--- src/bbc_config.svh ---
// build-time constants for the BBC Micro glue logic
// memory sizes must match the core's external address map
// divider ratios assume clk_sys runs at 96 MHz
// mouse limits are in PS/2 counts, axis limits in signed position units
`ifndef BBC_CONFIG_SVH
`define BBC_CONFIG_SVH

// ====================
// memory geometry
// ====================
// physical ROM banks behind the remap table
`define BBC_ROM_BANKS 14
// address bits inside one 16K bank
`define BBC_BANK_ADDR_W 14
// shadow, sideways and main RAM together
`define BBC_RAM_BYTES 212992

// ====================
// clock enables, mouse, SD
// ====================
// 96/4 = 24 MHz, 96/3 = 32 MHz
`define BBC_CE24_DIV 4
`define BBC_CE32_DIV 3
// step limit per packet and accumulated range
`define BBC_MOUSE_STEP_MAX 10
`define BBC_AXIS_MIN (-128)
`define BBC_AXIS_MAX 127
// activity LED hold, about 20 ms at 96 MHz
`define BBC_SD_ACT_CYCLES 2000000

`endif

--- src/bbc_sd_route.sv ---
// SPI routing between the virtual SD image and the physical card
// image selection latches on img_mounted only
// physical lines are parked with CS high while the image is used
// activity counts clk_sys cycles since the last MOSI or MISO change
`timescale 1ns/1ps
`include "bbc_config.svh"

module bbc_sd_route #(
	parameter int unsigned act_cycles = `BBC_SD_ACT_CYCLES
) (
	input  logic clk_sys,
	input  logic rst_n,
	input  logic img_mounted,
	input  logic img_size_nz,
	input  logic core_sck,
	input  logic core_mosi,
	input  logic core_ss,
	output logic core_miso,
	input  logic vsd_miso,
	input  logic SD_MISO,
	output logic SD_SCK,
	output logic SD_MOSI,
	output logic SD_CS,
	output logic led_user,
	output logic led_disk
);

	localparam int unsigned ACT_W = $clog2(act_cycles + 1);

	logic             vsd_sel;
	logic             mosi_q;
	logic             miso_q;
	logic             line_edge;
	logic [ACT_W-1:0] act_cnt;
	logic             sd_act;

	// ====================
	// card select and SPI mux
	// ====================
	// empty mount falls back to the physical card
	always_ff @(posedge clk_sys or negedge rst_n) begin
		if (!rst_n)
			vsd_sel <= 1'b0;
		else if (img_mounted)
			vsd_sel <= img_size_nz;
	end

	assign core_miso = vsd_sel ? vsd_miso : SD_MISO;

	// deselect and idle the real card
	assign SD_CS   = core_ss | vsd_sel;
	assign SD_SCK  = core_sck & ~vsd_sel;
	assign SD_MOSI = core_mosi & ~vsd_sel;

	// ====================
	// activity timer
	// ====================
	assign line_edge = (core_mosi != mosi_q) || (core_miso != miso_q);

	// starts saturated so the LEDs stay dark until traffic
	always_ff @(posedge clk_sys or negedge rst_n) begin
		if (!rst_n) begin
			mosi_q  <= 1'b0;
			miso_q  <= 1'b0;
			act_cnt <= ACT_W'(act_cycles);
		end else begin
			mosi_q <= core_mosi;
			miso_q <= core_miso;
			if (line_edge)
				act_cnt <= '0;
			else if (act_cnt < ACT_W'(act_cycles))
				act_cnt <= act_cnt + 1'b1;
		end
	end

	assign sd_act = (act_cnt < ACT_W'(act_cycles));

	// user LED for the image, disk LED for the card
	assign led_user = sd_act & vsd_sel;
	assign led_disk = sd_act & ~vsd_sel;

endmodule

--- config.mk ---
export PLATFORM = sky130hd
export DESIGN_NAME = bbc_sd_route
export DESIGN_NICKNAME = d
export VERILOG_FILES = /design/src/bbc_sd_route.sv
export VERILOG_INCLUDE_DIRS = /design/src
export SDC_FILE = /design/constraint.sdc
export NUM_CORES = 1
export LEC_CHECK = 0
export BUFFER_PORTS_ARGS = -buffer_cell sky130_fd_sc_hd__buf_2
export CAP_MARGIN = 0
export CORE_UTILIZATION = 55
export CTS_CLUSTER_DIAMETER = 100
export CTS_CLUSTER_SIZE = 30
export DETAILED_ROUTE_END_ITERATION = 7
export GPL_TIMING_DRIVEN = 0
export MAX_ROUTING_LAYER = met4
export PLACE_DENSITY = 0.85
export SLEW_MARGIN = 40
export SYNTH_ARGS = -nofsm -noshare
export SYNTH_HDL_FRONTEND = slang
export SYNTH_SLANG_ARGS = --single-unit
--- constraint.sdc ---
create_clock -name clk_sys -period 4.34 [get_ports clk_sys]
set_input_delay 0.217 -clock clk_sys [delete_from_list [all_inputs] [get_ports clk_sys]]
set_output_delay 0.217 -clock clk_sys [all_outputs]
set_load 0.02 [all_outputs]
==> flow_summary.toml, run 1 <==
[run_status]
status = "finished clean"

[floorplanning]
dieArea_um2 = 2610
fp-row-count = 17
dieHeight_um = 51.1
pin_count = 15
start_util = 0.593
core_area_um2 = 2230
dieWidth_um = 51.1

[clocking]
cts_root_buf = "clkbuf_4"
cts-resized-gates = 0
cts.clk_slew.worst_paths_ns = 0.12
clock_latency_ns = 0.33
cts_num_sinks = 24
cts_made_buffers = 3
cts_tree = "done"
clockBufferDepth = 2
h-tree-depth = 1

[yosys]
synthesis.area_um2 = 1330
ys.flop_type = "dfrtp_1"
synth_edf_count = 0
ys_seq_area_frac = 0.460
syn_inst = 134
ys_ff_latch = 24
ys_types = 38
synth_commonest_cells = "xnor2_1 (18), dfrtp_1 (17), nor2_1 (17)"
yosys.area.top_type = "dfrtp_1"
yosysWarnings = 0
synth_most_common_cell = "xnor2_1"
synth.area.top_cells = "dfrtp_1 (32%), dfstp_2 (14%), xnor2_1 (12%), nor2_1 (4.8%), a21oi_1 (4.5%)"
ys_async_sr_fraction = 1.00
syn_avg_cell_area_um2 = 9.89
synth_fp_nets = 144
yosysTopAreaCellShare = 0.321

[placement]
portBuffers = 14
placed_cells = 176
dp_slack_ns = 2.51
gp_congestion = 0.820
dp_hpwl_um = 1920

[global_route]
grt_use_total = 0.254
use_met1 = 0.313
grt_max_degree = 25
grt_pass1_wl_um = 4740
grt_pass1_vias = 1088
use_met2 = 0.397
grt_overflow = 0
use_met3 = 0.0506
top_usage_layer = "met2"
antenna_found_initial = 0

[drt]
drc_errors = 0
avgViaCountPerCell = 5.82
wl_per_cell_um = 14.4
vias = 1054
detail-route-antenna-nets = 0
drtPass1Iterations = 6
wl_um = 2610
first_iter_violations = 30

[timing]
slew_headroom = 0.658
fin_skew_ns = 0.0131
post-route-period-util = 0.511
finalWorstSetupSlack_ns = 2.12
min_period_ns = 2.22
finalMaxSlewViolations = 0
final_hold_viol_count = 0
rsz0062_at_grt = "false"
worst_pin_slew_ns = 0.508
setup_viol = 0
setup-tns-final_ns = 0
fmax_mhz = 451

[setup_path]
cp.arrival_ns = 2.00
criticalPathCategory = "reg2out"
worstPathRequired_ns = 4.12
path_max_fanout = 8
endpoint_kind = "output port"
crit_path_start_kind = "flop"

[final_layout]
seqCellArea_um2 = 609
multiInputGateArea_um2 = 673
area_growth_pct = 12.7
n_antenna_cell = 0
fillers = 177
drive_gt1_frac = 0.275
layout.nets = 164
final_cell_count_no_fill = 181

[pwr]
peakVddDrop_mv = 0.269
p_leak_nw = 0.587
pwr_density_cell_nw_per_um2 = 300
power.total_w = 0.000448

[job]
drv_cap = 0

[min_path]
hold_path.class = "in2reg"
==> stage by stage <==
| stage | util | hold slack (ns) | cell area [um2] |
|---|---|---|---|
| detailed placement | 0.640 | 0.219 | 1430 |
| finish | 0.668 | 0.0405 | 1490 |
| CTS | 0.668 | 0.0410 | 1490 |
| global route | 0.668 | 0.0237 | 1490 |
| floorplan | - | -0.0786 | 1330 |
| global placement | 0.640 | 0.214 | 1430 |
==> where the power goes <==
| group | switching, W | internal, W | total, W |
|---|---|---|---|
| Clock | 0.0000692 | 0.0000935 | 0.000163 |
| Sequential | 0.00000520 | 0.000229 | 0.000234 |
| Combinational | 0.0000295 | 0.0000214 | 0.0000509 |
==> state kept, by name (all words and copies together), names as in the netlist <==
| signal | cells |
|---|---|
| act_cnt | 21 |
| miso_q | 1 |
| mosi_q | 1 |
| vsd_sel | 1 |
==> cell usage in the layout, fill, tap and decap left out, drive strengths merged, types with 4 or more instances in the layout <==
master,count
dfrtp,17
nand2,10
a21oi,13
buf,19
nand3,8
nor2,18
a211oi,4
xnor2,18
dfstp,7
==> worst max-delay path, stage by stage (launching register included) <==
cell	delay [ns]
dfstp_2	0.58
nand3_1	0.11
nor2_2	0.32
nand2_1	0.28
and2_1	0.24
buf_2	0.15
==> path summary, 6_finish.rpt <==
kind,start,end,slack [ns],cells past startpoint
max in group asynchronous,rst_n,act_cnt[18]$_DFFE_PN1P_,3.59,2
worst min register to register,act_cnt[20]$_DFFE_PN1P_,act_cnt[20]$_DFFE_PN1P_,0.47,2
min in group asynchronous,rst_n,act_cnt[13]$_DFFE_PN0P_,0.37,2
worst max register to register,act_cnt[17]$_DFFE_PN1P_,act_cnt[15]$_DFFE_PN1P_,2.59,5
worst min-delay path,core_mosi,mosi_q$_DFF_PN0_,0.04,1
worst max-delay path,act_cnt[17]$_DFFE_PN1P_,led_user,2.12,5
==> layout make-up <==
class                   instances  share of cell area
multi-input cells             102               0.451
plain buffers                   5              0.0210
flip-flops and latches         24               0.408
repair buffers                 15              0.0536
inverters                       3             0.00754
clock buffers                   3              0.0151
clock inverters                 1              0.0201
well taps                      28              0.0235
==> routing by layer <==
metal,share of wire,up-vias
met5,0,-
met4,0.021,0
met3,0.042,7
met2,0.50,33
met1,0.44,513
li1,-,501
==> logic make-up (layout without fill, tap and decap cells) <==
group	Yosys count	count (layout)	share of synthesized area
compound gates	22	22	0.102
xor+xnor	20	20	0.132
fa+ha+maj	1	1	0.00944
buf+inv	8	27	0.0321
flops	24	24	0.460
mux	2	2	0.0198
simple gates	57	57	0.245
==> repair_timing <==
action	CTS	global route
hold endpoints to repair	17	0
hold buffers	1	0
buffers inserted	0	0
endpoints found under the setup margin	0	0
Power figures use the tool's default switching activity.
==> run 2, diff against run 1 <==
Clock period 4.34 ns to 2.2 ns, I/O delays scaled along.
==> run 2 against run 1 <==
Register-to-register slack worse by 2.1 ns. Via count is 1.9% higher. Cell area up 0.84%. Count of clock-buffer cells in the layout is the same. Non-clock buffer count up 1. Largest power group unchanged.
==> flow_summary.toml, run 2 (synthesis gave the netlist of run 1 again) <==
[run_status]
status = "finished clean"

[pwr]
pwr_density_cell_nw_per_um2 = 587
intPower_w = 0.000679
p_leak_nw = 0.592
peakVddDrop_mv = 0.531
power_frac_comb = 0.115
pwr-share-clk = 0.363
netSwitchingPower_w = 0.000204
p_sw_frac = 0.231
power.total_w = 0.000884
pwr-share-seq = 0.523

[drt]
avgViaCountPerCell = 5.90
detail-route-antenna-nets = 0
first_iter_violations = 33
vias = 1074
wl_per_cell_um = 14.3
drtPass1Iterations = 4
drc_errors = 0
wl_um = 2610

[timing]
worst_pin_slew_ns = 0.510
setup-tns-final_ns = 0
setup_viol = 0
finalWorstSetupSlack_ns = 0.183
fmax_mhz = 496
min_period_ns = 2.02
slew_headroom = 0.657
final_hold_viol_count = 0
rsz0062_at_grt = "false"
fin_skew_ns = 0.0129
finalMaxSlewViolations = 0
post-route-period-util = 0.917

[setup_path]
crit_path_start_kind = "flop"
worstPathRequired_ns = 2.09
endpoint_kind = "output port"
critPathLaunch = "act_cnt[17]$_DFFE_PN1P_"
criticalPathCategory = "reg2out"
r2r-start = "act_cnt[17]$_DFFE_PN1P_"
cp.arrival_ns = 1.91
path_max_fanout = 8

[final_layout]
seqCellArea_um2 = 609
final_core_util = 0.674
multiInputGateArea_um2 = 676
area_growth_pct = 13.6
mostFrequentLayoutCells = "buf_2 (18), xnor2_1 (18), nor2_1 (17), dfrtp_1 (17), a21oi_1 (12)"
top_register = "act_cnt"
fillers = 173
n_antenna_cell = 0
largest_reg_flops = 21
drive_gt1_frac = 0.279
layout.nets = 165

[clocking]
cts_tree = "done"
cts_made_buffers = 3
clockBufferDepth = 2
cts.clk_slew.worst_paths_ns = 0.12
cts_num_sinks = 24
h-tree-depth = 1
clock_latency_ns = 0.33
cts_root_buf = "clkbuf_4"
cts_setup_buffers = 0

[placement]
dp_slack_ns = 0.473
gp_congestion = 0.820
dp_hpwl_um = 1920
portBuffers = 14

[min_path]
min-delay-start = "img_size_nz"
hold_path.class = "in2reg"

[floorplanning]
dieArea_um2 = 2610
dieHeight_um = 51.1
dieWidth_um = 51.1
pin_count = 15
start_util = 0.593
core_area_um2 = 2230
fp-row-count = 17

[job]
drv_cap = 0

[global_route]
antenna_found_initial = 0
grt_max_degree = 25
grt_pass1_wl_um = 4730
grt_pass1_vias = 1091
grt_use_total = 0.254
grt_overflow = 0
==> run 2: cell count changes in the layout (fill, tap and decap cells not counted) <==
| cell | delta |
|---|---|
| dlygate4sd3_1 | +1 |
| nand2_2 | +1 |
| nand2_1 | -1 |
==> run 2: per-layer routing <==
| layer | track usage | share of wire | up-vias |
|---|---|---|---|
| met5 | - | 0 | - |
| met4 | 0.130 | 0.023 | 0 |
| met3 | 0.0506 | 0.043 | 9 |
| met2 | 0.397 | 0.49 | 35 |
| met1 | 0.312 | 0.44 | 526 |
| li1 | - | - | 504 |
==> run 2: worst paths after layout <==
check | end | slack [ns] | depth (start not counted)
min | vsd_sel$_DFFE_PN0P_ | 0.02 | 2
max reg2reg | act_cnt[13]$_DFFE_PN0P_ | 0.45 | 6
max | led_user | 0.18 | 5
min in group asynchronous | act_cnt[13]$_DFFE_PN0P_ | 0.27 | 2
max in group asynchronous | act_cnt[18]$_DFFE_PN1P_ | 1.56 | 2
min reg2reg | act_cnt[20]$_DFFE_PN1P_ | 0.47 | 2
==> run 2: metrics by stage <==
step,hold slack (ns),area [um2],instances
3_5_place_dp,0.112,1430,176
4_1_cts,0.0199,1500,182
3_3_place_gp,0.107,1430,176
6_report,0.0171,1510,182
2_1_floorplan,-0.186,1330,134
5_1_grt,0.0144,1510,182
==> run 2: power by group through the flow <==
stage                     registers [W]  clock network, W  logic (W)
after global routing           0.000463          0.000346   0.000112
after CTS                      0.000462          0.000319   0.000104
after floorplan                0.000468                 0  0.0000665
after global placement         0.000469                 0  0.0000978
after detailed placement       0.000470                 0   0.000100
final                          0.000462          0.000320   0.000102
==> run 2: timing repair <==
item | 4_1_cts | 5_1_grt
hold buffers | 2 | 0
hold endpoints to repair | 18 | 0
setup endpoints to repair | 0 | 1
gates resized for setup | 0 | 1
==> run 2: worst max-delay path, cell delays in order (launching register included) <==
cell,delay (ns)
dfstp_2,0.58
nand3_1,0.11
nor2_2,0.34
nand2_2,0.21
and2_1,0.20
buf_2,0.15
==> run 2: cell type report <==
class / count / area share
Buffer: 5 / 0.0208
Clock buffer: 3 / 0.0150
Clock inverter: 1 / 0.0200
Inverter: 3 / 0.00748
Multi-Input combinational cell: 102 / 0.449
Sequential cell: 24 / 0.405
Tap cell: 28 / 0.0233
Timing Repair Buffer: 16 / 0.0599
