## config.mk

```make
export PLATFORM = sky130hd
export DESIGN_NAME = bbc_mouse_axis
export DESIGN_NICKNAME = d
export VERILOG_FILES = /design/src/bbc_io_pkg.sv /design/src/bbc_mouse_axis.sv
export VERILOG_INCLUDE_DIRS = /design/src
export SDC_FILE = /design/constraint.sdc
export NUM_CORES = 1
export LEC_CHECK = 0
export BUFFER_PORTS_ARGS = -buffer_cell sky130_fd_sc_hd__buf_2
export CORE_UTILIZATION = 40
export CTS_BUF_LIST = sky130_fd_sc_hd__clkbuf_4 sky130_fd_sc_hd__clkbuf_8
export CTS_CLUSTER_SIZE = 14
export DETAILED_ROUTE_END_ITERATION = 12
export PLACE_DENSITY = 0.67
export SLEW_MARGIN = 20
export SYNTH_ARGS = -nofsm -noshare
export SYNTH_HDL_FRONTEND = slang
export SYNTH_SLANG_ARGS = --single-unit
```

## constraint.sdc

```tcl
create_clock -name clk_sys -period 2.1 [get_ports clk_sys]
set_input_delay 0.105 -clock clk_sys [delete_from_list [all_inputs] [get_ports clk_sys]]
set_output_delay 0.105 -clock clk_sys [all_outputs]
set_load 0.01 [all_outputs]
```

## src/bbc_config.svh

```systemverilog
// build-time constants for the BBC Micro glue logic
// memory sizes must match the core's external address map
// divider ratios assume clk_sys runs at 96 MHz
// mouse limits are in PS/2 counts, axis limits in signed position units
`ifndef BBC_CONFIG_SVH
`define BBC_CONFIG_SVH

// ====================
// memory geometry
// ====================
// physical ROM banks behind the remap table
`define BBC_ROM_BANKS 14
// address bits inside one 16K bank
`define BBC_BANK_ADDR_W 14
// shadow, sideways and main RAM together
`define BBC_RAM_BYTES 212992

// ====================
// clock enables, mouse, SD
// ====================
// 96/4 = 24 MHz, 96/3 = 32 MHz
`define BBC_CE24_DIV 4
`define BBC_CE32_DIV 3
// step limit per packet and accumulated range
`define BBC_MOUSE_STEP_MAX 10
`define BBC_AXIS_MIN (-128)
`define BBC_AXIS_MAX 127
// activity LED hold, about 20 ms at 96 MHz
`define BBC_SD_ACT_CYCLES 2000000

`endif

```

## src/bbc_io_pkg.sv

```systemverilog
// input-side types for the mouse and joystick path
// the mouse packet follows the host PS/2 layout with a toggle strobe
// axis values are signed and kept inside the limits of bbc_config.svh
package bbc_io_pkg;

	// ====================
	// mouse
	// ====================
	// [24]    toggle strobe, one change per packet
	// [23:16] Y delta, sign in bit 5
	// [15:8]  X delta, sign in bit 4
	// [1:0]   right and left buttons
	typedef logic [24:0] mouse_pkt_t;

	// accumulated position, one spare bit above the clamp range
	typedef logic signed [8:0] axis_t;

	// ====================
	// joystick
	// ====================
	// host analog stick byte, two's complement around 0
	typedef logic [7:0] joy_byte_t;

	// 12-bit core ADC value
	// byte in the top eight bits, its upper nibble repeated below
	typedef logic [11:0] joy_axis_t;

endpackage

```

## src/bbc_mouse_axis.sv

```systemverilog
// PS/2 mouse as analog joystick for the core's ADC inputs
// each strobe toggle adds a clamped step to the X and Y positions
// joy_active, reset_req or mouse_disable hand control back to the host
// outputs follow a strobe toggle by one cycle
`timescale 1ns/1ps
`include "bbc_config.svh"

module bbc_mouse_axis (
	input  logic                   clk_sys,
	input  logic                   rst_n,
	input  bbc_io_pkg::mouse_pkt_t mouse,
	input  bbc_io_pkg::joy_byte_t  host_x,
	input  bbc_io_pkg::joy_byte_t  host_y,
	input  logic                   host_fire,
	input  logic                   joy_active,
	input  logic                   reset_req,
	input  logic                   mouse_disable,
	output bbc_io_pkg::joy_axis_t  axis_x,
	output bbc_io_pkg::joy_axis_t  axis_y,
	output logic                   fire_n
);

	import bbc_io_pkg::*;

	// saturate an int into the given range
	function automatic axis_t sat(input int v, input int lo, input int hi);
		if (v < lo)
			return axis_t'(lo);
		if (v > hi)
			return axis_t'(hi);
		return axis_t'(v);
	endfunction

	logic      stb_q;
	logic      toggle;
	logic      emu;
	logic      release_req;
	axis_t     pos_x;
	axis_t     pos_y;
	axis_t     dx_raw;
	axis_t     dy_raw;
	axis_t     dx;
	axis_t     dy;
	axis_t     nx;
	axis_t     ny;
	joy_byte_t src_x;
	joy_byte_t src_y;
	joy_byte_t adc_x;
	joy_byte_t adc_y;

	// ====================
	// packet decode
	// ====================
	assign toggle      = (mouse[24] != stb_q);
	assign release_req = joy_active || reset_req || mouse_disable;

	// sign bits sit in the flag byte
	assign dx_raw = {mouse[4], mouse[15:8]};
	assign dy_raw = {mouse[5], mouse[23:16]};

	// fast swipes limited per packet
	assign dx = sat(int'(dx_raw), -`BBC_MOUSE_STEP_MAX, `BBC_MOUSE_STEP_MAX);
	assign dy = sat(int'(dy_raw), -`BBC_MOUSE_STEP_MAX, `BBC_MOUSE_STEP_MAX);

	// PS/2 Y grows upward, the stick grows downward
	assign nx = sat(int'(pos_x) + int'(dx), `BBC_AXIS_MIN, `BBC_AXIS_MAX);
	assign ny = sat(int'(pos_y) - int'(dy), `BBC_AXIS_MIN, `BBC_AXIS_MAX);

	// ====================
	// position state
	// ====================
	always_ff @(posedge clk_sys or negedge rst_n) begin
		if (!rst_n) begin
			stb_q <= 1'b0;
			emu   <= 1'b0;
			pos_x <= '0;
			pos_y <= '0;
		end else begin
			stb_q <= mouse[24];
			// host stick or reset takes over
			if (release_req) begin
				emu   <= 1'b0;
				pos_x <= '0;
				pos_y <= '0;
			end else if (toggle) begin
				emu   <= 1'b1;
				pos_x <= nx;
				pos_y <= ny;
			end
		end
	end

	// ====================
	// output mapping
	// ====================
	assign src_x = emu ? pos_x[7:0] : host_x;
	assign src_y = emu ? pos_y[7:0] : host_y;

	// centre 0 becomes 127, full left or up reads high
	assign adc_x = 8'd127 - src_x;
	assign adc_y = 8'd127 - src_y;

	// widen to the 12-bit ADC range
	assign axis_x = {adc_x, adc_x[7:4]};
	assign axis_y = {adc_y, adc_y[7:4]};

	// either mouse button fires, active low at the core
	assign fire_n = ~(emu ? |mouse[1:0] : host_fire);

	a_pos_range: assert property (@(posedge clk_sys) disable iff (!rst_n)
		(pos_x >= `BBC_AXIS_MIN) && (pos_x <= `BBC_AXIS_MAX) &&
		(pos_y >= `BBC_AXIS_MIN) && (pos_y <= `BBC_AXIS_MAX));

endmodule

```

==> results.cfg, run 1 <==
[outcome]
status = complete, but fails checks
violations = setup timing

[sta]
relSlewSlack = 0.653
layout_setup_ws_ns = -0.283
grt_setup_unrepaired = yes
worstMarginPinSlew_ns = 0.520
period_share = 1.13
maxSlewViolCount = 0
final-setup-viol-count = 18
post-route-min-period_ns = 2.38
hold_viol_final = 0
clock_skew_ns = 0.00688
max_freq_mhz = 420
timing.hold.ws_ns = 0.136
finalSetupTns_ns = -4.11

[finish]
drive_gt1_frac = 0.472
syn2layout_area_growth_pct = 49.1
final_nets = 442
fillCellCount = 473
antenna_cells = 0
finalNonFillerCells = 443

[setup_path]
setup.worst_path.start_class = input port
critPathCaptureType = register
cp-startpoint = mouse[15]
path_max_fanout = 7
r2r_slack_ns = -0.10
endpoint = pos_x[1]
reg2reg_depth = 9
arrival_ns = 2.56
crit_type = input port to register
timing.rr.end = pos_y[6]
rr_startpoint = pos_y[0]
worstPathRequired_ns = 2.28

[die]
core_sq_mm = 0.00520
die_area_sq_mm = 0.00584
dieWidth_microns = 76.4
die_y_microns = 76.4
rows = 26
pin_count = 72
start_util = 0.426

[global_routing]
antenna_found_initial = 0
grt_pass1_vias = 2201
grt_pass1_wl_mm = 9.58
grt_usage = 0.201
overflow = 0
grt_max_degree = 27

[yosys]
synth_async_sr_flop_share = 1.00
yosysTopAreaCell = dfrtp_1
synth_nets = 327
synthesis.area_sq_mm = 0.00222
ys.warnings.count = 0
synth_common_cells = 22 x nand2_1, 20 x a21oi_1, 20 x dfrtp_1
synth_flop_cell = dfrtp_1
synth_edf_count = 0
ys_types = 55
ys_seq_area_frac = 0.226
ys_ff_latch = 20
synthTopCellsByArea = dfrtp_1 23%, ha_1 11%, mux2i_1 6.3%
syn_area_per_cell_sq_um = 8.56
synth.most_common_cell = nand2_1
synthCells = 259
synth_top_area_share = 0.226

[pwr]
power_density_mw_per_mm2 = 365
p_leak_nw = 1.61
ir_drop_mv = 0.446
p_total_mw = 1.21

[routing]
wl_per_cell_microns = 13.2
antenna_left = 0
routed_wl_mm = 5.84
routed_via_density = 5.16
drc = 0
dr.first_iter.drc_count = 91
dr.pass1.iters = 4
vias = 2285

[clock_tree]
cts_tree = built
clk_path_buf_depth = 2
htreeDepth = 1
cts.reportedPaths.clkPinSlew_ns = 0.08
cts_buffers = 3
cts_sinks = 20
clock_latency_ns = 0.26
cts-root-buf = clkbuf_8

[placed_design]
io_buffers = 67
routabilityCongestion = 0.805
pre_cts_slack_ns = -0.643
dp_hpwl_mm = 4.56
placed_cells = 433

[worst_hold_path]
hold_path_class = input port to register

[job]
cap_violations = 0
layout by cell type, fill, tap and decap left out, types with 3 or more instances in the layout:
cell type / n
buf_2: 63
buf_4: 56
nand2_1: 22
dfrtp_1: 20
a21oi_1: 18
inv_1: 16
ha_1: 16
mux2i_1: 14
o21ai_0: 10
nor2_1: 9
a22oi_2: 9
a21o_1: 8
xnor2_1: 7
o21ai_1: 6
buf_6: 5
a22oi_1: 4
o21a_1: 4
o211ai_1: 4
nand2b_1: 4
a31oi_1: 4
clkbuf_8: 4
xor2_1: 3
and2_1: 3
and2_0: 3
cell families after synthesis:
logic type,Yosys count,share of synthesized area
multiplexers,16,0.0734
AO/OA/AOI/OAI,89,0.285
adder cells (fa/ha/maj),21,0.125
AND/OR/NAND/NOR,65,0.156
buffers and inverters,36,0.0830
flip-flops,20,0.226
XOR/XNOR,12,0.0508
flip-flops by register name, indices dropped and copies added (netlist names):
register / count
emu: 1
pos_x: 9
pos_y: 9
stb_q: 1
how the worst min path moves through the flow:
stage / start / endpoint / slack, ns / cells after the start
floorplan: rst_n / emu / -0.19 / 0
global placement: rst_n / pos_y[8] / 0.07 / 1
detailed placement: rst_n / pos_y[8] / 0.08 / 1
CTS: mouse_disable / emu / 0.13 / 3
global route: mouse_disable / emu / 0.16 / 3
finish: mouse_disable / emu / 0.14 / 3
critical path: stages:
cell	delay, ns
buf_6	0.10
nor4_4	0.26
a21oi_2	0.09
nand2b_4	0.15
or2_4	0.24
ha_4	0.22
a211oi_4	0.29
o21ai_4	0.13
o31ai_4	0.28
buf_4	0.16
xnor2_2	0.10
o21ai_1	0.08
buf_4	0.19
a22oi_2	0.15
stage by stage:
step	area [sq um]	utilization
floorplan	2300	-
global placement	3040	0.583
detailed placement	3040	0.583
CTS	3220	0.619
global route	3300	0.635
finish	3300	0.635
routing by layer:
metal | GRT usage | share of wire | up-vias
met3 | 0.0347 | 0.043 | 8
li1 | - | - | 1161
met1 | 0.255 | 0.46 | 1053
met4 | 0.0423 | 0.012 | 0
met5 | 0 | 0 | -
met2 | 0.355 | 0.49 | 63
layout make-up:
class / count / area [sq um] / share of cell area
Timing Repair Buffer: 128 / 847 / 0.256
Sequential cell: 20 / 500 / 0.151
Inverter: 18 / 70.1 / 0.0212
Tap cell: 70 / 87.6 / 0.0265
Multi-Input combinational cell: 203 / 1740 / 0.528
Clock buffer: 4 / 55.1 / 0.0167
timing repair:
| item | 4_1_cts | 5_1_grt |
|---|---|---|
| resized for setup | 18 | 15 |
| hold endpoints to repair | 21 | 0 |
| setup endpoints to repair | 18 | 18 |
| hold buffers | 2 | 0 |
| pin swaps | 14 | 20 |
| setup buffers | 3 | 2 |
report_power, final:
group | switching (mW) | total, mW | internal, mW
logic | 0.251 | 0.505 | 0.254
registers | 0.0114 | 0.408 | 0.397
clock network | 0.126 | 0.293 | 0.167
total | 0.388 | 1.21 | 0.817
No activity file was read; power rests on OpenSTA's default activity.
==> run 2, diff against run 1 <==
==> constraint.sdc (replaced) <==
create_clock -name clk_sys -period 2.1 [get_ports clk_sys]
set_input_delay 0.105 -clock clk_sys [delete_from_list [all_inputs] [get_ports clk_sys]]
set_output_delay 0.105 -clock clk_sys [all_outputs]
set_load 0.1 [all_outputs]
==> run 2 against run 1 <==
Against the previous run:
- the flow still finishes with violations (setup timing)
- core utilization increased by 10 points
- clock-buffer cell count unchanged
- first-iteration DRC count increased by 30%
- combinational power increased by 77%
- maximum frequency increased by 1.8%
- final area increased by 16%
- sequential cell count unchanged
- sequential share of layout area decreased by 2.1 points
- final cell count increased by 0.23%
- register-to-register slack about the same
- via count increased by 5.6%
==> results.cfg, run 2 (synthesis results as in run 1) <==
[finish]
final_nets = 443
antenna_cells = 0
multi_input_area_sq_mm = 0.00189
finalInstanceArea_sq_mm = 0.00382
final_common_cell = buf_4
syn2layout_area_growth_pct = 72.6
drive_gt1_frac = 0.535
top_regs = pos_x (9), pos_y (9)
seqCellArea_sq_um = 500
postLayoutCoreUtil = 0.735
fillCellCount = 355
final_cell_mix = 57 x buf_4, 38 x buf_2, 25 x buf_12
finalNonFillerCells = 444

[sta]
clock_skew_ns = 0.00313
finalSetupTns_ns = -3.06
hold_viol_final = 0
maxSlewViolCount = 0
final-setup-viol-count = 14
grt_setup_unrepaired = yes
period_share = 1.11
post-route-min-period_ns = 2.34
worstMarginPinSlew_ns = 0.475
max_freq_mhz = 427
relSlewSlack = 0.683
layout_setup_ws_ns = -0.241

[routing]
routed_wl_mm = 6.51
drc = 0
wl_per_cell_microns = 14.7
vias = 2412
dr.pass1.iters = 4
routed_via_density = 5.43
dr.first_iter.drc_count = 118
antenna_left = 0

[placed_design]
dp_hpwl_mm = 4.99
placed_cells = 432
io_buffers = 67
placed_cell_area_sq_mm = 0.00350
routabilityCongestion = 0.868

[clock_tree]
clock_latency_ns = 0.26
cts_sinks = 20
cts.reportedPaths.clkPinSlew_ns = 0.08
htreeDepth = 1
clk_path_buf_depth = 2
cts-root-buf = clkbuf_8
cts_buffers = 3
cts_tree = built

[setup_path]
crit_type = input port to register
path_max_fanout = 7
arrival_ns = 2.52
worstPathRequired_ns = 2.28
critPathCaptureType = register
setup.worst_path.start_class = input port

[global_routing]
grt_pass1_wl_mm = 10.8
grt_usage = 0.227
grt_max_degree = 23
antenna_found_initial = 0
overflow = 0
grt_pass1_vias = 2518

[die]
core_sq_mm = 0.00520
die_y_microns = 76.4
dieWidth_microns = 76.4
start_util = 0.426
die_area_sq_mm = 0.00584
pin_count = 72
rows = 26

[outcome]
violations = setup timing
status = complete, but fails checks

[pwr]
power_density_mw_per_mm2 = 419
ir_drop_mv = 0.537
p_leak_nw = 1.78

[job]
cap_violations = 0

[worst_hold_path]
hold_path_class = input port to register
[run 2: final timing paths]
| path | startpoint | depth (start not counted) | slack, ns | end |
|---|---|---|---|---|
| min in group asynchronous | rst_n | 2 | 0.33 | pos_y[0] |
| min | mouse_disable | 3 | 0.13 | emu |
| min reg2reg | pos_x[8] | 1 | 0.49 | pos_x[8] |
| max in group asynchronous | rst_n | 2 | 1.44 | pos_y[6] |
| max | mouse[15] | 16 | -0.24 | pos_x[1] |
| max reg2reg | pos_x[0] | 11 | -0.11 | pos_x[1] |
[run 2: metrics by stage]
stage / power (mW) / worst slack (ns) / hold WS [ns]
2_1_floorplan: 0.938 / -0.285 / -0.191
3_3_place_gp: 1.23 / -0.492 / 0.0824
3_5_place_dp: 1.25 / -0.634 / 0.0900
4_1_cts: 1.58 / -0.215 / 0.121
5_1_grt: 1.67 / -0.392 / 0.139
6_report: 1.60 / -0.241 / 0.127
[run 2: area by class of cell]
class,instances,share of cell area
multi-input cells,203,0.495
repair buffers,129,0.319
flip-flops and latches,20,0.131
well taps,70,0.0229
inverters,18,0.0177
clock buffers,4,0.0144
[run 2: metal layers]
metal  vias up  track usage  part of all wire
met3         6       0.0407             0.042
li1       1172            -                 -
met4         0       0.0596            0.0091
met2        63        0.428              0.53
met5         -            0                 0
met1      1171        0.259              0.42
[run 2: where the power goes]
group          total [mW]  leakage (nW)  switching, mW  internal [mW]
Sequential          0.406         0.274        0.00955          0.397
Combinational       0.896          1.47          0.523          0.373
Clock               0.299        0.0288          0.132          0.167
Total                1.60          1.78          0.664          0.937
[run 2: worst max-delay path: stages]
cell,delay [ns]
buf_6,0.10
nor4_4,0.27
a21oi_2,0.09
nand2b_4,0.16
nor2_4,0.09
ha_4,0.14
inv_2,0.04
fa_2,0.41
nor2b_4,0.13
o2111a_1,0.17
a21o_1,0.15
buf_6,0.11
xor2_1,0.14
o21ai_1,0.08
buf_4,0.19
a22oi_2,0.14
[run 2: repair_timing]
item / in CTS / in global routing
endpoints found under the hold margin: 21 / 0
setup endpoints to repair: 18 / 18
buffers inserted: 5 / 1
hold buffers: 2 / 0
resized for setup: 15 / 27
gates cloned: 0 / 0
pin swaps: 12 / 26
