==> config.mk <==
export PLATFORM = sky130hd
export DESIGN_NAME = bbc_clock_enables
export DESIGN_NICKNAME = d
export VERILOG_FILES = /design/src/bbc_clock_enables.sv
export VERILOG_INCLUDE_DIRS = /design/src
export SDC_FILE = /design/constraint.sdc
export NUM_CORES = 1
export LEC_CHECK = 0
export BUFFER_PORTS_ARGS = -buffer_cell sky130_fd_sc_hd__clkbuf_2
export CAP_MARGIN = 20
export CORE_AREA = 2 2 39 41
export DETAILED_ROUTE_END_ITERATION = 7
export DIE_AREA = 0 0 41 43
export GPL_TIMING_DRIVEN = 0
export MAX_ROUTING_LAYER = met4
export PLACE_DENSITY_LB_ADDON = 0.2
export SLEW_MARGIN = 5
export SYNTH_ARGS = -nofsm -noshare
export SYNTH_HDL_FRONTEND = slang
export SYNTH_SLANG_ARGS = --single-unit
export TNS_END_PERCENT = 5
==> constraint.sdc <==
create_clock -name clk_sys -period 0.8 [get_ports clk_sys]
set_input_delay 0.08 -clock clk_sys [delete_from_list [all_inputs] [get_ports clk_sys]]
set_output_delay 0.08 -clock clk_sys [all_outputs]
set_load 0.05 [all_outputs]
==> src/bbc_config.svh <==
// build-time constants for the BBC Micro glue logic
// memory sizes must match the core's external address map
// divider ratios assume clk_sys runs at 96 MHz
// mouse limits are in PS/2 counts, axis limits in signed position units
`ifndef BBC_CONFIG_SVH
`define BBC_CONFIG_SVH

// ====================
// memory geometry
// ====================
// physical ROM banks behind the remap table
`define BBC_ROM_BANKS 14
// address bits inside one 16K bank
`define BBC_BANK_ADDR_W 14
// shadow, sideways and main RAM together
`define BBC_RAM_BYTES 212992

// ====================
// clock enables, mouse, SD
// ====================
// 96/4 = 24 MHz, 96/3 = 32 MHz
`define BBC_CE24_DIV 4
`define BBC_CE32_DIV 3
// step limit per packet and accumulated range
`define BBC_MOUSE_STEP_MAX 10
`define BBC_AXIS_MIN (-128)
`define BBC_AXIS_MAX 127
// activity LED hold, about 20 ms at 96 MHz
`define BBC_SD_ACT_CYCLES 2000000

`endif

==> src/bbc_clock_enables.sv <==
// clock-enable pulses for the core's 24 and 32 MHz domains
// both are one clk_sys cycle wide and rising-edge timed
// both stay low in reset, first pulse right after release
`timescale 1ns/1ps
`include "bbc_config.svh"

module bbc_clock_enables (
	input  logic clk_sys,
	input  logic rst_n,
	output logic ce_24,
	output logic ce_32
);

	localparam int unsigned CE24_W = $clog2(`BBC_CE24_DIV);
	localparam int unsigned CE32_W = $clog2(`BBC_CE32_DIV);

	// free-running phase counters
	logic [CE24_W-1:0] cnt_24;
	logic [CE32_W-1:0] cnt_32;

	// enable registered from phase zero
	always_ff @(posedge clk_sys or negedge rst_n) begin
		if (!rst_n) begin
			cnt_24 <= '0;
			cnt_32 <= '0;
			ce_24  <= 1'b0;
			ce_32  <= 1'b0;
		end else begin
			ce_24 <= (cnt_24 == '0);
			ce_32 <= (cnt_32 == '0);
			// wrap at the divide ratio
			if (cnt_24 == CE24_W'(`BBC_CE24_DIV - 1))
				cnt_24 <= '0;
			else
				cnt_24 <= cnt_24 + 1'b1;
			if (cnt_32 == CE32_W'(`BBC_CE32_DIV - 1))
				cnt_32 <= '0;
			else
				cnt_32 <= cnt_32 + 1'b1;
		end
	end

	// gated core clocks rely on single-cycle enables
	a_ce24_single: assert property (@(posedge clk_sys) disable iff (!rst_n)
		ce_24 |=> !ce_24);
	a_ce32_single: assert property (@(posedge clk_sys) disable iff (!rst_n)
		ce_32 |=> !ce_32);

endmodule

==> results of run 1 <==
## cells in the final DEF (no fill, tap or decap), drive strengths merged
cell type / n
clkbuf: 6
dfrtp: 5
nor2: 2
inv: 2
ha: 2
buf: 2
nor2b: 1
dlygate4sd3: 1
## synth_stat cells
| cell | instances | area (µm²) |
|---|---|---|
| dfrtp_1 | 5 | 125 |
| ha_1 | 2 | 25.0 |
| inv_1 | 2 | 7.51 |
| nor2_1 | 2 | 7.51 |
| nor2b_4 | 1 | 13.8 |
## kinds of logic after synthesis
kind of cell / share of synthesized area, %
adders and majority gates: 14.0
buffers and inverters: 4.20
DFF: 69.9
and+or+nand+nor: 11.9
## stage by stage
step | TNS (ns) | area, µm²
finish | -0.149 | 289
global route | -0.252 | 289
CTS | -0.173 | 288
detailed placement | -0.00326 | 215
global placement | 0 | 215
floorplan | 0 | 180
## state kept, by name (all words and copies together) (netlist names)
signal  flops
ce_32       1
cnt_32      1
ce_24       1
cnt_24      2
## routing by layer
layer	share of wire [%]	up-vias	GRT usage (%)
met5	0	-	-
met4	2.2	0	4.00
met3	8.4	2	7.85
met2	46	4	5.94
met1	43	51	4.58
li1	-	53	-
## worst paths after layout
| path | to | cells past startpoint |
|---|---|---|
| worst max-delay path | ce_32 | 1 |
| worst min-delay path | ce_24 | 2 |
| worst max register to register | cnt_24[1] | 2 |
| worst min register to register | cnt_24[0] | 1 |
| max in group asynchronous | ce_32 | 2 |
| min in group clk_sys | cnt_24[0] | 1 |
## area by class of cell
| class | instances | share of cell area, % |
|---|---|---|
| clock buffer | 4 | 9.09 |
| multi-input combinational | 5 | 16.0 |
| inverter | 2 | 2.60 |
| tap | 16 | 6.93 |
| timing repair buffer | 5 | 21.6 |
| sequential | 5 | 43.7 |
## report_power, final
part	switching, W	internal [W]	leakage [nW]
logic	0.00000518	0.00000491	0.0764
clock network	0.0000963	0.000188	0.0150
registers	0	0.000254	0.0567
## what timing repair did
action                     CTS  global route
setup endpoints to repair    3             3
pin swaps                    1             0
hold buffers                 1             0
resized for setup            5             1
hold endpoints to repair     5             0
buffers inserted             1             0
==> reports/qor.csv, run 1 <==
metric,value,unit
yosys warns,0,
std cell rows,14,
CTS Sinks,5,
arrival time worst endpoint,0.82,ns
Mean Syn Cell Area,14.9,µm²
DRC Markers,0,
nets,26,
largest net degree at the start of global routing,6,
worst hold margin,0.191,ns
Die ar.,0.00176,mm²
RSZ-0062 raised after global routing,true,
CP max FO,2,
port buffer count,3,
sequential share of the synthesized area,69.9,%
Worst-Margin Slew,0.127,ns
Syn Nets,16,
Setup WS pre-CTS,-0.00326,ns
WP buf/inv,1,
Max Cap Violations,0,
RD Place Congestion,0.635,
WP data required,0.72,ns
DRT Pass-1 Iters,2,
initial antenna violation count,0,
clk_skew,0.00173,ns
clock root buffer master,clkbuf_4,
crit-path leading delay family,flip-flops,
Total GRT Usage,5.58,%
CTS buffer count,3,
CTS max path bufs,2,
worst reg2reg setup slack,0.02,ns
violated checks,negative setup slack,
Post-Place Cells,31,
Die X,41,µm
fin. max-slew vios,0,
initial core utilization,12.9,%
Critical-path top delay cell,dfrtp_2,
H-tree depth,1,
CTS tree,yes,
count of final hold-check violations,0,
Critical Path Sink Type,output pin,
# IOs,4,
final WL,275,µm
Die Ht,43,µm
P_leak,0.148,nW
via count,110,
CP startpoint kind,flip-flop,
worst-skew pair later-pin latency,0.24,ns
first-pass GRT wire length,524,µm
post-synth cell types,5,
min Tclk post-route,0.900,ns
Pwr Density,1900,mW/mm²
mapped cell area,179,µm²
Antenna Violating Nets Remaining,0,
Max IR drop VDD,0.000746,V
fmax,1110,MHz
worst hold path type,primary input to asynchronous set/reset pin,
core area,0.00138,mm²
FF-to-FF Start,cnt_24[0],
Max-slew headroom,91.5,%
Worst-path clk slew,0.04,ns
vias per inst,2.97,
fin crit share,113,%
CP cell instances,clkbuf_16,
layout cells sized above 1,42.9,%
register area,126,µm²
slack of the critical path,-0.100,ns
"FF+latch count, synth",5,
vias in the first global route,130,
area of the multi-input gates,46.3,µm²
crit path launch,ce_32,
post-layout util,20.9,%
Final Non-Filler Cells,37,
CP max stage delay,0.41,ns
total grt overflow,0,
Final Setup Violations,2,
DRT iter0 DRCs,3,
n_diodes,0,
Crit Path Class,flip-flop to output pin,
run status,"finished, violations left",
total power,0.000548,W
wire per inst,7.43,µm
Fill cells,144,
Layout area overhead,61.5,%
Mapped Cells,12,
No activity file was read; power rests on OpenSTA's default activity.
==> run 2, diff against run 1 <==
CORE_AREA = 4 4 41 43   (was 2 2 39 41)
DIE_AREA = 0 0 45 47   (was 0 0 41 43)
==> run 2 against run 1 <==
  * The run still ends with negative setup slack left
  * Clock power barely moved
  * Clock skew fell by 0.00078 ns
  * Design area decreased by 0.43%
  * Global-route usage down 2.1 points
  * Sequential share of layout area up 0.19 points
  * Worst hold slack better by 0.0077 ns
  * Register-to-register slack barely moved
  * Critical endpoint unchanged
  * Largest cell class unchanged
  * Largest power group unchanged
==> reports/qor.csv, run 2 (synthesized netlist as in run 1, its figures left out) <==
metric,value,unit
Max IR drop VDD,0.00121,V
RD Place Congestion,0.633,
Final Non-Filler Cells,36,
RSZ-0062 raised after global routing,true,
port buffer count,3,
arrival time worst endpoint,0.81,ns
std cell rows,13,
CTS buffer count,3,
Critical Path Sink Type,output pin,
violated checks,negative setup slack,
Max Cap Violations,0,
DRC Markers,0,
DRT Pass-1 Iters,1,
Layout area overhead,60.8,%
CTS Sinks,5,
P_leak,0.148,nW
clk_skew,0.000958,ns
fin crit share,112,%
layout cells sized above 1,42.9,%
Max-slew headroom,90.8,%
setup_tns,-0.146,ns
largest net degree at the start of global routing,6,
most frequent cells in the layout,"dfrtp_1 (4), clkbuf_4 (3), nor2_1 (2), inv_1 (2), ha_1 (2)",
initial antenna violation count,0,
CP startpoint kind,flip-flop,
Worst-Margin Slew,0.138,ns
routed wl met2,95,µm
Crit Path Class,flip-flop to output pin,
Final Setup Violations,2,
number of flip-flops in the largest register,2,
via count,110,
"commonest non-fill, non-tap cell in the layout",dfrtp_1,
Die X,45,µm
fin. max-slew vios,0,
# IOs,4,
vias per inst,3.06,
total grt overflow,0,
CP cell instances,clkbuf_16,
fmax,1120,MHz
DR top layer,met3,
initial core utilization,13.8,%
register area,126,µm²
slack of the critical path,-0.0929,ns
Post-Place Cells,30,
Worst-path clk slew,0.04,ns
core area,0.00130,mm²
CTS tree,yes,
crit-path leading delay family,flip-flops,
n_diodes,0,
WP data required,0.72,ns
Pwr Density,1890,mW/mm²
Met1 Wirelength,117,µm
worst reg2reg setup slack,0.01,ns
Antenna Violating Nets Remaining,0,
final WL,252,µm
Die ar.,0.00212,mm²
CP max FO,2,
min Tclk post-route,0.893,ns
worst hold path type,primary input to asynchronous set/reset pin,
count of final hold-check violations,0,
H-tree depth,1,
nets,26,
worst-skew pair later-pin latency,0.23,ns
Critical-path top delay cell,dfrtp_2,
wire per inst,7.00,µm
vias in the first global route,105,
Fill cells,146,
most flop-heavy register,cnt_24,
area of the multi-input gates,46.3,µm²
WP buf/inv,1,
wire length on met3,40,µm
first-pass GRT wire length,407,µm
Setup WS pre-CTS,-0.0151,ns
Die Ht,47,µm
dpl hpwl,206,µm
CTS max path bufs,2,
CP max stage delay,0.41,ns
DRT iter0 DRCs,0,
run status,"finished, violations left",
Total GRT Usage,3.45,%
clock root buffer master,clkbuf_4,
==> run 2: where the power goes <==
group          total [W]  switching (W)  internal [W]
Combinational  0.0000105     0.00000558    0.00000491
Clock           0.000281      0.0000930      0.000188
Sequential      0.000254              0      0.000254
==> run 2: final cells by class <==
class                   instances  share of cell area [%]
clock buffers                   4                    9.13
inverters                       2                    2.61
multi-input cells               5                    16.1
flip-flops and latches          5                    43.9
well taps                      15                    6.52
repair buffers                  5                    21.7
==> run 2: final timing paths <==
| kind | startpoint | endpoint | depth (start not counted) |
|---|---|---|---|
| worst max-delay path | ce_32 | ce_32 | 1 |
| worst min register to register | cnt_24[0] | cnt_24[0] | 1 |
| worst max register to register | cnt_24[0] | cnt_24[1] | 2 |
| min in group clk_sys | cnt_24[0] | cnt_24[0] | 1 |
| max in group asynchronous | rst_n | ce_32 | 2 |
| worst min-delay path | rst_n | ce_24 | 2 |
==> run 2: per-stage QoR <==
step	cell area [µm²]	power [W]	hold slack, ns	utilization, %
4_1_cts	287	0.000560	0.201	22.0
5_1_grt	288	0.000580	0.204	22.1
2_1_floorplan	180	0.000258	-0.216	-
3_3_place_gp	214	0.000264	-0.100	16.4
6_report	288	0.000545	0.199	22.1
3_5_place_dp	214	0.000264	-0.0945	16.4
==> run 2: per-layer routing <==
layer	track usage, %	vias to the layer above
met3	5.75	0
met5	-	-
met2	3.67	6
met4	0	0
li1	-	54
met1	3.25	50
==> run 2: timing repair <==
| item | CTS | global route |
|---|---|---|
| hold buffers | 1 | 0 |
| hold endpoints to repair | 5 | 0 |
| gates resized for setup | 5 | 1 |
| buffers inserted | 1 | 0 |
| endpoints found under the setup margin | 3 | 3 |
| pin swaps | 1 | 0 |
| gates cloned | 0 | 0 |
==> run 3, diff against run 2 <==
PLACE_DENSITY = 0.35   (was not set)
PLACE_DENSITY_LB_ADDON = not set   (was 0.2)
clock period = 1.15 ns   (was 0.8 ns; I/O delays follow)
==> run 3 against run 2 <==
  * The flow now finishes without violations
  * Die area unchanged
  * Global-route usage is 0.079 points higher
  * Clock skew grew 0.0026 ns
  * Flip-flop and latch count did not move
  * Sequential power shrank 30%
  * Combinational power fell by 34%
  * Design area fell by 13%
  * Clock power decreased by 31%
  * Register-to-register slack gained 0.32 ns
  * Power fell by 31%
  * Count of clock-buffer cells in the layout stayed put
  * Setup slack better by 0.25 ns
==> reports/qor.csv, run 3 (synthesized netlist as in run 1, its figures left out) <==
metric,value,unit
run status,"complete, no violations",
crit-path leading delay family,flip-flops,
largest net degree at the start of global routing,6,
CP cell instances,clkbuf_2,
vias in the first global route,109,
CP Capture Point,ce_32,
WP data required,1.03,ns
Die X,45,µm
WP buf/inv,1,
DRC Markers,0,
CTS Sinks,5,
routed wl met2,108,µm
CP max stage delay,0.35,ns
CP startpoint kind,flip-flop,
FF-to-FF Start,cnt_24[0],
DRT iter0 DRCs,1,
Reg-to-Reg End,cnt_24[1],
cells on worst reg2reg path,2,
std cell rows,13,
initial antenna violation count,0,
n_diodes,0,
wire per inst,7.49,µm
initial core utilization,13.8,%
"commonest non-fill, non-tap cell in the layout",dfrtp_1,
Critical Path Sink Type,output pin,
Fill cells,149,
Max IR drop VDD,0.000535,V
DR top layer,met3,
total grt overflow,0,
stages on the worst setup path,1,
Pwr Density,1520,mW/mm²
number of flip-flops in the largest register,2,
Worst-Margin Slew,0.279,ns
Crit Path Class,flip-flop to output pin,
Layout area overhead,39.2,%
dpl hpwl,205,µm
worst-skew pair later-pin latency,0.24,ns
Critical-path top delay cell,dfrtp_1,
H-tree depth,1,
post-CTS sizing,0,
fin. max-slew vios,0,
crit path launch,ce_32,
Antenna Violating Nets Remaining,0,
RD Place Congestion,0.632,
CTS tree,yes,
worst reg2reg setup slack,0.33,ns
Max-slew headroom,81.5,%
final WL,262,µm
arrival time worst endpoint,0.88,ns
most frequent cells in the layout,"dfrtp_1 (5), clkbuf_4 (3), clkbuf_2 (3)",
count of final hold-check violations,0,
Final Setup Violations,0,
Max Cap Violations,0,
slack of the critical path,0.159,ns
DRT Pass-1 Iters,2,
RSZ-0062 raised after global routing,false,
wire length on met3,45,µm
total power,0.000378,W
nets,25,
CTS buffer count,3,
via count,108,
layout cells sized above 1,35.0,%
CTS max path bufs,2,
Setup WS pre-CTS,0.325,ns
port buffer count,3,
fin crit share,86.2,%
# IOs,4,
Die Ht,47,µm
Total GRT Usage,3.53,%
P_leak,0.130,nW
most flop-heavy register,cnt_24,
clock root buffer master,clkbuf_4,
worst hold path type,primary input to asynchronous set/reset pin,
Met1 Wirelength,109,µm
first-pass GRT wire length,407,µm
fmax,1010,MHz
core area,0.00130,mm²
CP max FO,3,
clk_skew,0.00354,ns
vias per inst,3.09,
Worst-path clk slew,0.04,ns
Die ar.,0.00212,mm²
setup_tns,0,ns
min Tclk post-route,0.991,ns
## run 3: power by group
| part | switching (W) | leakage, nW | total (W) | internal (W) |
|---|---|---|---|---|
| Clock | 0.0000641 | 0.0150 | 0.000195 | 0.000131 |
| Sequential | 0 | 0.0570 | 0.000177 | 0.000177 |
| Combinational | 0.00000356 | 0.0579 | 0.00000698 | 0.00000342 |
## run 3: repair_timing
item / 4_1_cts / 5_1_grt
endpoints found under the hold margin: 5 / 0
buffers inserted: 0 / 0
hold buffers: 1 / 0
endpoints found under the setup margin: 0 / 0
## run 3: stage by stage
step,cell area (µm²),hold slack (ns),std cells,utilization [%]
floorplan,179,-0.181,12,-
global placement,213,-0.0695,30,16.3
detailed placement,213,-0.0651,30,16.3
CTS,249,0.231,35,19.1
global route,249,0.240,35,19.1
finish,249,0.231,35,19.1
## run 3: final cells by class
class | instances | area, µm² | share of cell area (%)
clock buffer | 4 | 26.3 | 10.6
inverter | 2 | 7.51 | 3.02
multi-input combinational | 5 | 46.3 | 18.6
sequential | 5 | 125 | 50.3
tap | 15 | 18.8 | 7.54
timing repair buffer | 4 | 25.0 | 10.1
## run 3: worst min path at each step
stage          depth (start not counted)  slack [ns]   endpoint  start
5_1_grt                                2        0.24  cnt_32[1]  rst_n
2_1_floorplan                          0       -0.18      ce_24  rst_n
6_report                               2        0.23      ce_24  rst_n
3_3_place_gp                           1       -0.07      ce_32  rst_n
4_1_cts                                2        0.23  cnt_32[1]  rst_n
3_5_place_dp                           1       -0.07  cnt_32[1]  rst_n
## run 3: metal layers
layer / global-route usage, % / up-vias
met2: 3.95 / 6
met1: 2.31 / 51
met4: 1.75 / 0
met5: - / -
met3: 6.13 / 0
li1: - / 51
